$ cat src/rc2014_pkg.sv
////////////////////////////////////////////////////////////
// Shared widths, I/O port addresses and bus types for the
// Z80 board glue logic
////////////////////////////////////////////////////////////

package rc2014_pkg;

	// Bus widths
	localparam int CPU_ADDR_W    = 16;
	localparam int DATA_W        = 8;
	localparam int MEM_ADDR_W    = 20;	// 1 MB behind the mapper
	localparam int BANK_OFFSET_W = 14;	// 16 KB window
	localparam int PAGE_W        = 6;
	localparam int NUM_BANKS     = 4;
	localparam int RAM_SEL_BIT   = 19;	// Upper 512 KB is RAM
	localparam int CE_DIV_W      = 3;	// clk_sys / 8

	typedef logic [CPU_ADDR_W-1:0] cpu_addr_t;
	typedef logic [DATA_W-1:0]     data_t;
	typedef logic [MEM_ADDR_W-1:0] mem_addr_t;
	typedef logic [PAGE_W-1:0]     page_t;

	////////////////////////////////////////////////////////////
	// I/O map, matched on the low address byte
	localparam data_t PORT_SWITCHES  = 8'h00;
	localparam data_t PORT_SD        = 8'h69;
	localparam data_t PORT_PAGE_BASE = 8'h78;	// Banks at 0x78..0x7B
	localparam data_t PORT_PAGE_CTRL = 8'h7C;

	// SD port byte layout
	localparam int SD_MOSI_BIT = 0;
	localparam int SD_CS_BIT   = 3;
	localparam int SD_CLK_BIT  = 4;
	localparam int SD_MISO_BIT = 7;

	// Power-up banks, ROM low and top of RAM high
	localparam page_t PAGE_RESET [NUM_BANKS] = '{6'h00, 6'h01, 6'h3E, 6'h3F};

	// Floating bus value
	localparam data_t IDLE_READ = 8'hFF;

endpackage
$ cat src/clock_enables.sv
////////////////////////////////////////////////////////////
// Z80 clock-enable generator
// Divides clk_sys by 8 into falling and rising phase strobes
////////////////////////////////////////////////////////////

`timescale 1ns/1ps

module clock_enables (
	input  logic clk_sys,
	input  logic reset,
	output logic cpu_cen_n,
	output logic cpu_cen_p
);

	import rc2014_pkg::*;

	logic [CE_DIV_W-1:0] ce_cnt;	// Free-running phase counter

	// Both strobes come straight from flops so the core sees clean
	// single-cycle enables. Count 0 gives the falling half, the midpoint
	// of the count the rising half.
	always_ff @(posedge clk_sys) begin
		if (reset) begin
			ce_cnt    <= '0;
			cpu_cen_n <= 1'b0;
			cpu_cen_p <= 1'b0;
		end else begin
			ce_cnt    <= ce_cnt + 1'b1;
			cpu_cen_n <= (ce_cnt == '0);
			cpu_cen_p <= (ce_cnt == {1'b1, {(CE_DIV_W-1){1'b0}}});	// Half period
		end
	end

	////////////////////////////////////////////////////////////
	// Checks

	// Half-cycles must never overlap
	a_cen_exclusive: assert property (
		@(posedge clk_sys) disable iff (reset)
		!(cpu_cen_n && cpu_cen_p)
	);

	// Rising phase lands exactly half a period after the falling one
	a_cen_phase: assert property (
		@(posedge clk_sys) disable iff (reset)
		cpu_cen_n |-> ##(2 ** (CE_DIV_W - 1)) cpu_cen_p
	);

endmodule

$ cat src/io_port_decode.sv
////////////////////////////////////////////////////////////
// Z80 bus decode: I/O selects, memory strobes, SD bit-bang
// port and the processor read-data multiplexer
////////////////////////////////////////////////////////////

`timescale 1ns/1ps

module io_port_decode (
	input  logic                                   clk_sys,
	input  logic                                   reset,
	input  rc2014_pkg::cpu_addr_t                  cpu_addr,
	input  rc2014_pkg::data_t                      cpu_dout,
	input  logic                                   mreq_n,
	input  logic                                   iorq_n,
	input  logic                                   rd_n,
	input  logic                                   wr_n,
	input  logic                                   m1_n,
	input  rc2014_pkg::data_t                      boot_switches,
	input  logic                                   sd_miso,
	input  rc2014_pkg::data_t                      mem_q,
	output rc2014_pkg::data_t                      cpu_din,
	output logic                                   mem_rd,
	output logic                                   mem_wr_req,
	output logic                                   page_wr,
	output logic [$clog2(rc2014_pkg::NUM_BANKS)-1:0] page_index,
	output logic                                   page_ctrl_wr,
	output logic                                   sd_mosi,
	output logic                                   sd_clk,
	output logic                                   sd_cs
);

	import rc2014_pkg::*;

	data_t port_addr;
	logic  io_cycle;
	logic  io_wr;
	logic  sel_switches;
	logic  sel_sd;
	logic  sel_page;
	logic  sel_page_ctrl;
	logic  sd_wr;
	data_t sd_rd_data;

	////////////////////////////////////////////////////////////
	// Select decode

	assign port_addr = cpu_addr[DATA_W-1:0];	// Z80 I/O uses the low byte
	assign io_cycle  = !iorq_n && m1_n;		// M1 with IORQ is an interrupt ack
	assign io_wr     = io_cycle && !wr_n;

	assign sel_switches  = io_cycle && (port_addr == PORT_SWITCHES);
	assign sel_sd        = io_cycle && (port_addr == PORT_SD);
	assign sel_page      = io_cycle && (port_addr[DATA_W-1:2] == PORT_PAGE_BASE[DATA_W-1:2]);
	assign sel_page_ctrl = io_cycle && (port_addr == PORT_PAGE_CTRL);

	// Memory strobes, refresh cycles carry neither
	assign mem_rd     = !mreq_n && !rd_n;
	assign mem_wr_req = !mreq_n && !wr_n;

	// Strobes for the mapper, held while the OUT lasts
	assign page_wr      = io_wr && sel_page;
	assign page_index   = port_addr[$clog2(NUM_BANKS)-1:0];
	assign page_ctrl_wr = io_wr && sel_page_ctrl;

	////////////////////////////////////////////////////////////
	// SD bit-bang register

	assign sd_wr = io_wr && sel_sd;

	// Card deselected until software takes it
	always_ff @(posedge clk_sys) begin
		if (reset) begin
			sd_cs   <= 1'b1;
			sd_clk  <= 1'b0;
			sd_mosi <= 1'b0;
		end else if (sd_wr) begin
			sd_cs   <= cpu_dout[SD_CS_BIT];
			sd_clk  <= cpu_dout[SD_CLK_BIT];
			sd_mosi <= cpu_dout[SD_MOSI_BIT];
		end
	end

	////////////////////////////////////////////////////////////
	// Read data

	always_comb begin
		sd_rd_data              = '0;
		sd_rd_data[SD_MISO_BIT] = sd_miso;	// Only MISO is readable
	end

	always_comb begin
		if (sel_switches)
			cpu_din = boot_switches;
		else if (sel_sd)
			cpu_din = sd_rd_data;
		else if (mem_rd)
			cpu_din = mem_q;
		else
			cpu_din = IDLE_READ;	// Page ports are write-only
	end

	// Port ranges must not overlap
	a_io_sel_onehot: assert property (
		@(posedge clk_sys) disable iff (reset)
		$onehot0({sel_switches, sel_sd, sel_page, sel_page_ctrl})
	);

endmodule

$ cat src/page_mapper.sv
////////////////////////////////////////////////////////////
// 16 KB bank mapper from the 64 KB Z80 space into 1 MB,
// with registered memory address and RAM-only writes
////////////////////////////////////////////////////////////

`timescale 1ns/1ps

module page_mapper (
	input  logic                                   clk_sys,
	input  logic                                   reset,
	input  rc2014_pkg::cpu_addr_t                  cpu_addr,
	input  rc2014_pkg::data_t                      cpu_dout,
	input  logic                                   page_wr,
	input  logic [$clog2(rc2014_pkg::NUM_BANKS)-1:0] page_index,
	input  logic                                   page_ctrl_wr,
	input  logic                                   mem_wr_req,
	output rc2014_pkg::mem_addr_t                  mem_addr,
	output logic                                   mem_we
);

	import rc2014_pkg::*;

	page_t bank_page [NUM_BANKS];	// One page per 16 KB window
	logic  paging_en;
	page_t bank_sel;

	////////////////////////////////////////////////////////////
	// Bank registers

	// Only the low 6 bits of each OUT reach the decoder
	always_ff @(posedge clk_sys) begin
		if (reset) begin
			bank_page <= PAGE_RESET;
			paging_en <= 1'b1;
		end else begin
			if (page_wr)
				bank_page[page_index] <= cpu_dout[PAGE_W-1:0];
			if (page_ctrl_wr)
				paging_en <= cpu_dout[0];
		end
	end

	////////////////////////////////////////////////////////////
	// Address translation

	// Top two CPU address bits pick the window
	assign bank_sel = paging_en ? bank_page[cpu_addr[CPU_ADDR_W-1:BANK_OFFSET_W]] : '0;

	// Registered for timing into the memory, one cycle behind cpu_addr
	always_ff @(posedge clk_sys) begin
		mem_addr <= {bank_sel, cpu_addr[BANK_OFFSET_W-1:0]};
	end

	// ROM half ignores writes
	assign mem_we = mem_wr_req && mem_addr[RAM_SEL_BIT];

	// The RAM bit has settled for a cycle before any write starts,
	// which holds as long as the address leads the write strobe
	a_we_ram_settled: assert property (
		@(posedge clk_sys) disable iff (reset)
		$rose(mem_we) |-> mem_addr[RAM_SEL_BIT] && $stable(mem_addr[RAM_SEL_BIT])
	);

endmodule

$ cat src/rc2014_glue.sv
////////////////////////////////////////////////////////////
// Z80 board glue top level: clock enables, I/O decode,
// SD port and bank mapper between CPU, memory and board
////////////////////////////////////////////////////////////

`timescale 1ns/1ps

module rc2014_glue (
	input  logic                  clk_sys,
	input  logic                  reset,

	// Processor bus
	input  rc2014_pkg::cpu_addr_t cpu_addr,
	input  rc2014_pkg::data_t     cpu_dout,
	input  logic                  mreq_n,
	input  logic                  iorq_n,
	input  logic                  rd_n,
	input  logic                  wr_n,
	input  logic                  m1_n,
	output rc2014_pkg::data_t     cpu_din,
	output logic                  cpu_cen_n,
	output logic                  cpu_cen_p,

	// Memory
	output rc2014_pkg::mem_addr_t mem_addr,
	output logic                  mem_rd,
	output logic                  mem_we,
	output rc2014_pkg::data_t     mem_d,
	input  rc2014_pkg::data_t     mem_q,

	// Board
	input  rc2014_pkg::data_t     boot_switches,
	input  logic                  sd_miso,
	output logic                  sd_mosi,
	output logic                  sd_clk,
	output logic                  sd_cs
);

	import rc2014_pkg::*;

	logic                         page_wr;
	logic [$clog2(NUM_BANKS)-1:0] page_index;
	logic                         page_ctrl_wr;
	logic                         mem_wr_req;	// Before RAM gating

	assign mem_d = cpu_dout;	// Write data passes straight through

	clock_enables u_clock_enables (
		.clk_sys   (clk_sys),
		.reset     (reset),
		.cpu_cen_n (cpu_cen_n),
		.cpu_cen_p (cpu_cen_p)
	);

	io_port_decode u_io_port_decode (
		.clk_sys       (clk_sys),
		.reset         (reset),
		.cpu_addr      (cpu_addr),
		.cpu_dout      (cpu_dout),
		.mreq_n        (mreq_n),
		.iorq_n        (iorq_n),
		.rd_n          (rd_n),
		.wr_n          (wr_n),
		.m1_n          (m1_n),
		.boot_switches (boot_switches),
		.sd_miso       (sd_miso),
		.mem_q         (mem_q),
		.cpu_din       (cpu_din),
		.mem_rd        (mem_rd),
		.mem_wr_req    (mem_wr_req),
		.page_wr       (page_wr),
		.page_index    (page_index),
		.page_ctrl_wr  (page_ctrl_wr),
		.sd_mosi       (sd_mosi),
		.sd_clk        (sd_clk),
		.sd_cs         (sd_cs)
	);

	page_mapper u_page_mapper (
		.clk_sys      (clk_sys),
		.reset        (reset),
		.cpu_addr     (cpu_addr),
		.cpu_dout     (cpu_dout),
		.page_wr      (page_wr),
		.page_index   (page_index),
		.page_ctrl_wr (page_ctrl_wr),
		.mem_wr_req   (mem_wr_req),
		.mem_addr     (mem_addr),
		.mem_we       (mem_we)
	);

endmodule

$ cat config.mk
export PLATFORM = sky130hd
export DESIGN_NAME = rc2014_glue
export DESIGN_NICKNAME = d
export VERILOG_FILES = /design/src/rc2014_pkg.sv /design/src/clock_enables.sv /design/src/io_port_decode.sv /design/src/page_mapper.sv /design/src/rc2014_glue.sv
export SDC_FILE = /design/constraint.sdc
export NUM_CORES = 1
export LEC_CHECK = 0
export BUFFER_PORTS_ARGS = -buffer_cell sky130_fd_sc_hd__buf_2
export CELL_PAD_IN_SITES_DETAIL_PLACEMENT = 1
export CELL_PAD_IN_SITES_GLOBAL_PLACEMENT = 1
export CORE_MARGIN = 3
export CORE_UTILIZATION = 33
export DETAILED_ROUTE_END_ITERATION = 10
export PLACE_DENSITY = 0.75
export SLEW_MARGIN = 30
export SYNTH_ARGS = -nofsm -noshare
export SYNTH_HDL_FRONTEND = slang
export SYNTH_HIERARCHICAL = 1
export SYNTH_SLANG_ARGS = --single-unit
$ cat constraint.sdc
create_clock -name clk_sys -period 5.22 [get_ports clk_sys]
set_clock_uncertainty 0.05 [all_clocks]
set_input_delay 1.044 -clock clk_sys [delete_from_list [all_inputs] [get_ports clk_sys]]
set_output_delay 1.044 -clock clk_sys [all_outputs]
set_load 0.05 [all_outputs]
==> results.sh <==
export IMPL_status="completed"
export IMPL_min_period_ns=3.674
export IMPL_cp_start_kind="primary input"
export IMPL_crit_type="primary input to output pin"
export IMPL_coreArea_mm2=0.006422
export IMPL_ys_async_sr_fraction_pct=0
export IMPL_hold_viol_final=0
export IMPL_post_route_period_util_pct=70.39
export IMPL_routed_wl_um=5484
export IMPL_io_pins=91
export IMPL_die_area_mm2=0.007758
export IMPL_numCtsBuffers=5
export IMPL_power_leakage_uw=0.001244
export IMPL_seq_area_frac_synth_pct=47.72
export IMPL_initial_utilization_pct=34.62
export IMPL_antenna_found_initial=0
export IMPL_grt_remaining_overflow=0
export IMPL_cts_buffer_depth=2
export IMPL_multi_input_area_mm2=0.001037
export IMPL_cts_resized=0
export IMPL_cts_sinks=53
export IMPL_drc=0
export IMPL_tns_ns=0
export IMPL_fin_ws_ns=1.546
export IMPL_routedWlPerCell_um=14.94
export IMPL_ctsHoldBuffers=0
export IMPL_synth_ff_type="dfxtp_1"
export IMPL_ys_warn_count=6
export IMPL_drv_slew=0
export IMPL_setup_viol=0
export IMPL_dpl_worst_slack_ns=1.544
export IMPL_worstSetupEndpointType="output pin"
export IMPL_tritoncts="yes"
export IMPL_drt_iter0_markers=43
export IMPL_max_cap_violations=0
export IMPL_port_buffers=86
export IMPL_grt_pass1_wl_um=8638
export IMPL_ir_drop_mv=0.09651
export IMPL_grt_start_max_net_pins=46
export IMPL_antenna_cells=0
export IMPL_vias=1773
export IMPL_die_h_um=88.08
export IMPL_fmax_mhz=272.2
export IMPL_regArea_mm2=0.001061
export IMPL_synth_edf_count=0
export IMPL_rsz0062_at_grt="no"
export IMPL_routabilityCongestion=0.7204
export IMPL_postCtsSetupBuffers=0
export IMPL_hold_path_class="register to register"
export IMPL_grt_pass1_vias=1789
export IMPL_crit_arrival_ns=2.58
export IMPL_nets=339
export IMPL_nFillCells=760
export IMPL_clock_latency_ns=0.31
export IMPL_drt_pass1_iterations=4
export IMPL_cts_root_buf="clkbuf_8"
export IMPL_die_w_um=88.08
export IMPL_ys_types=36
export IMPL_syn_to_final_growth_pct=22.79
export IMPL_post_dp_hpwl_um=4241
export IMPL_relSlewSlack_pct=53.51
export IMPL_synthCells=214
export IMPL_syn_nets=264
export IMPL_p_per_area_mw_per_mm2=292.2
export IMPL_critPathRequiredTime_ns=4.13
export IMPL_crit_fanout=7
export IMPL_detail_route_antenna_nets=0
export IMPL_rows=29
export IMPL_clkTransAtPathRegs_ns=0.11
export IMPL_syn_area_per_cell_um2=10.39
export IMPL_drive_gt1_share_pct=35.86
export IMPL_avgViaCountPerCell=4.831
export IMPL_syn_cell_area_mm2=0.002223
export IMPL_grtUsageTotal_pct=14.40
export IMPL_worst_pin_slew_ns=0.6910
export IMPL_htreeDepth=2
export IMPL_yosys_register_bits=53
## where the power goes
group	internal [uW]	switching, uW	leakage (uW)
combinational	38.5	94.8	0.000763
sequential	416	3.52	0.000436
clock	98.1	146	0.0000452
total	553	245	0.00124
## state kept, by name, indices dropped and copies added (netlist names)
signal and cells:
u_io_port_decode/sd_cs 1, u_page_mapper/mem_addr 20, u_clock_enables/cpu_cen_n 1, u_clock_enables/cpu_cen_p 1, u_page_mapper/bank_page 24, u_io_port_decode/sd_clk 1, u_clock_enables/ce_cnt 3, u_io_port_decode/sd_mosi 1
u_page_mapper/paging_en 1
## path summary, 6_finish.rpt
kind                                                      startpoint                              endpoint  slack [ns]  depth (start not counted)
worst max register to register  u_clock_enables/ce_cnt[0]$_SDFF_PP0_  u_clock_enables/ce_cnt[1]$_SDFF_PP0_        4.23                          3
worst min-delay path            u_clock_enables/ce_cnt[0]$_SDFF_PP0_  u_clock_enables/ce_cnt[0]$_SDFF_PP0_        0.41                          1
worst max-delay path                                     cpu_addr[3]                            cpu_din[4]        1.55                          6
worst min register to register  u_clock_enables/ce_cnt[0]$_SDFF_PP0_  u_clock_enables/ce_cnt[0]$_SDFF_PP0_        0.41                          1
## per-stage QoR
step           instances  instance area [um2]  util, %  power [uW]  hold slack [ns]
2_1_floorplan        214                 2223        -       527.9           0.3654
4_1_cts              367                 2730    42.51       809.5           0.4259
5_1_grt              367                 2730    42.51       830.8           0.4482
6_report             367                 2730    42.51       797.7           0.4132
3_3_place_gp         359                 2636    41.05       561.4           0.3817
3_5_place_dp         359                 2636    41.05       563.9           0.4025
## cells in the final DEF, fill, tap and decap left out, types with 2 or more instances in the layout
cell type  synthesis  final
clkbuf_8           0      5
nor2_1            33     33
inv_1              3      3
nand2b_1          20     20
o2bb2ai_1          7      7
or3b_4             2      2
mux2i_1           39     39
buf_2              4     86
dfxtp_1           53     53
nor4_1             2      2
nand2_1            3      3
nand4_1            2      2
o22ai_1            7      7
inv_6              0      2
and3b_1            2      2
or2_2              2      2
ha_1               2      2
## Yosys cell counts (2+ instances only)
master | count | area, um2
or3b_4 | 2 | 22.52
nand2_1 | 3 | 11.26
clkbuf_1 | 3 | 11.26
nor2_1 | 33 | 123.9
mux2i_1 | 39 | 390.4
dfxtp_1 | 53 | 1061
buf_2 | 4 | 20.02
ha_1 | 2 | 25.02
buf_4 | 11 | 82.58
nand4_1 | 2 | 12.51
or2_2 | 2 | 12.51
inv_1 | 3 | 11.26
o22ai_1 | 7 | 43.79
and3b_1 | 2 | 17.52
o2bb2ai_1 | 7 | 61.31
nor4_1 | 2 | 12.51
nand2b_1 | 20 | 125.1
## per-layer routing
metal / vias to the layer above / wire length, um / global-route usage, %
met1: 853 / 2365 / 16.78
met4: 0 / 68 / 5.357
met2: 39 / 2814 / 26.16
met5: - / 0 / 0
met3: 8 / 234 / 2.634
li1: 873 / - / -
## critical path, cell delays in order
cell and delay, ns:
buf_2 0.12, nor3_1 0.37, or2b_1 0.30, a211oi_4 0.40
o2bb2ai_1 0.12, buf_2 0.22
## kinds of logic after synthesis
| kind of cell | share of synthesized area [%] |
|---|---|
| fa+ha+maj | 1.125 |
| flops | 47.72 |
| xor+xnor | 0.3940 |
| compound gates | 7.034 |
| buf+inv | 5.627 |
| simple gates | 20.54 |
| mux | 17.56 |
## final cells by class
cell class / instances / area share, %
flip-flops and latches: 53 / 38.86
repair buffers: 86 / 15.77
clock inverters: 3 / 0.9166
inverters: 3 / 0.4125
well taps: 77 / 3.529
clock buffers: 5 / 2.521
multi-input cells: 140 / 37.99
Power figures use the tool's default switching activity.
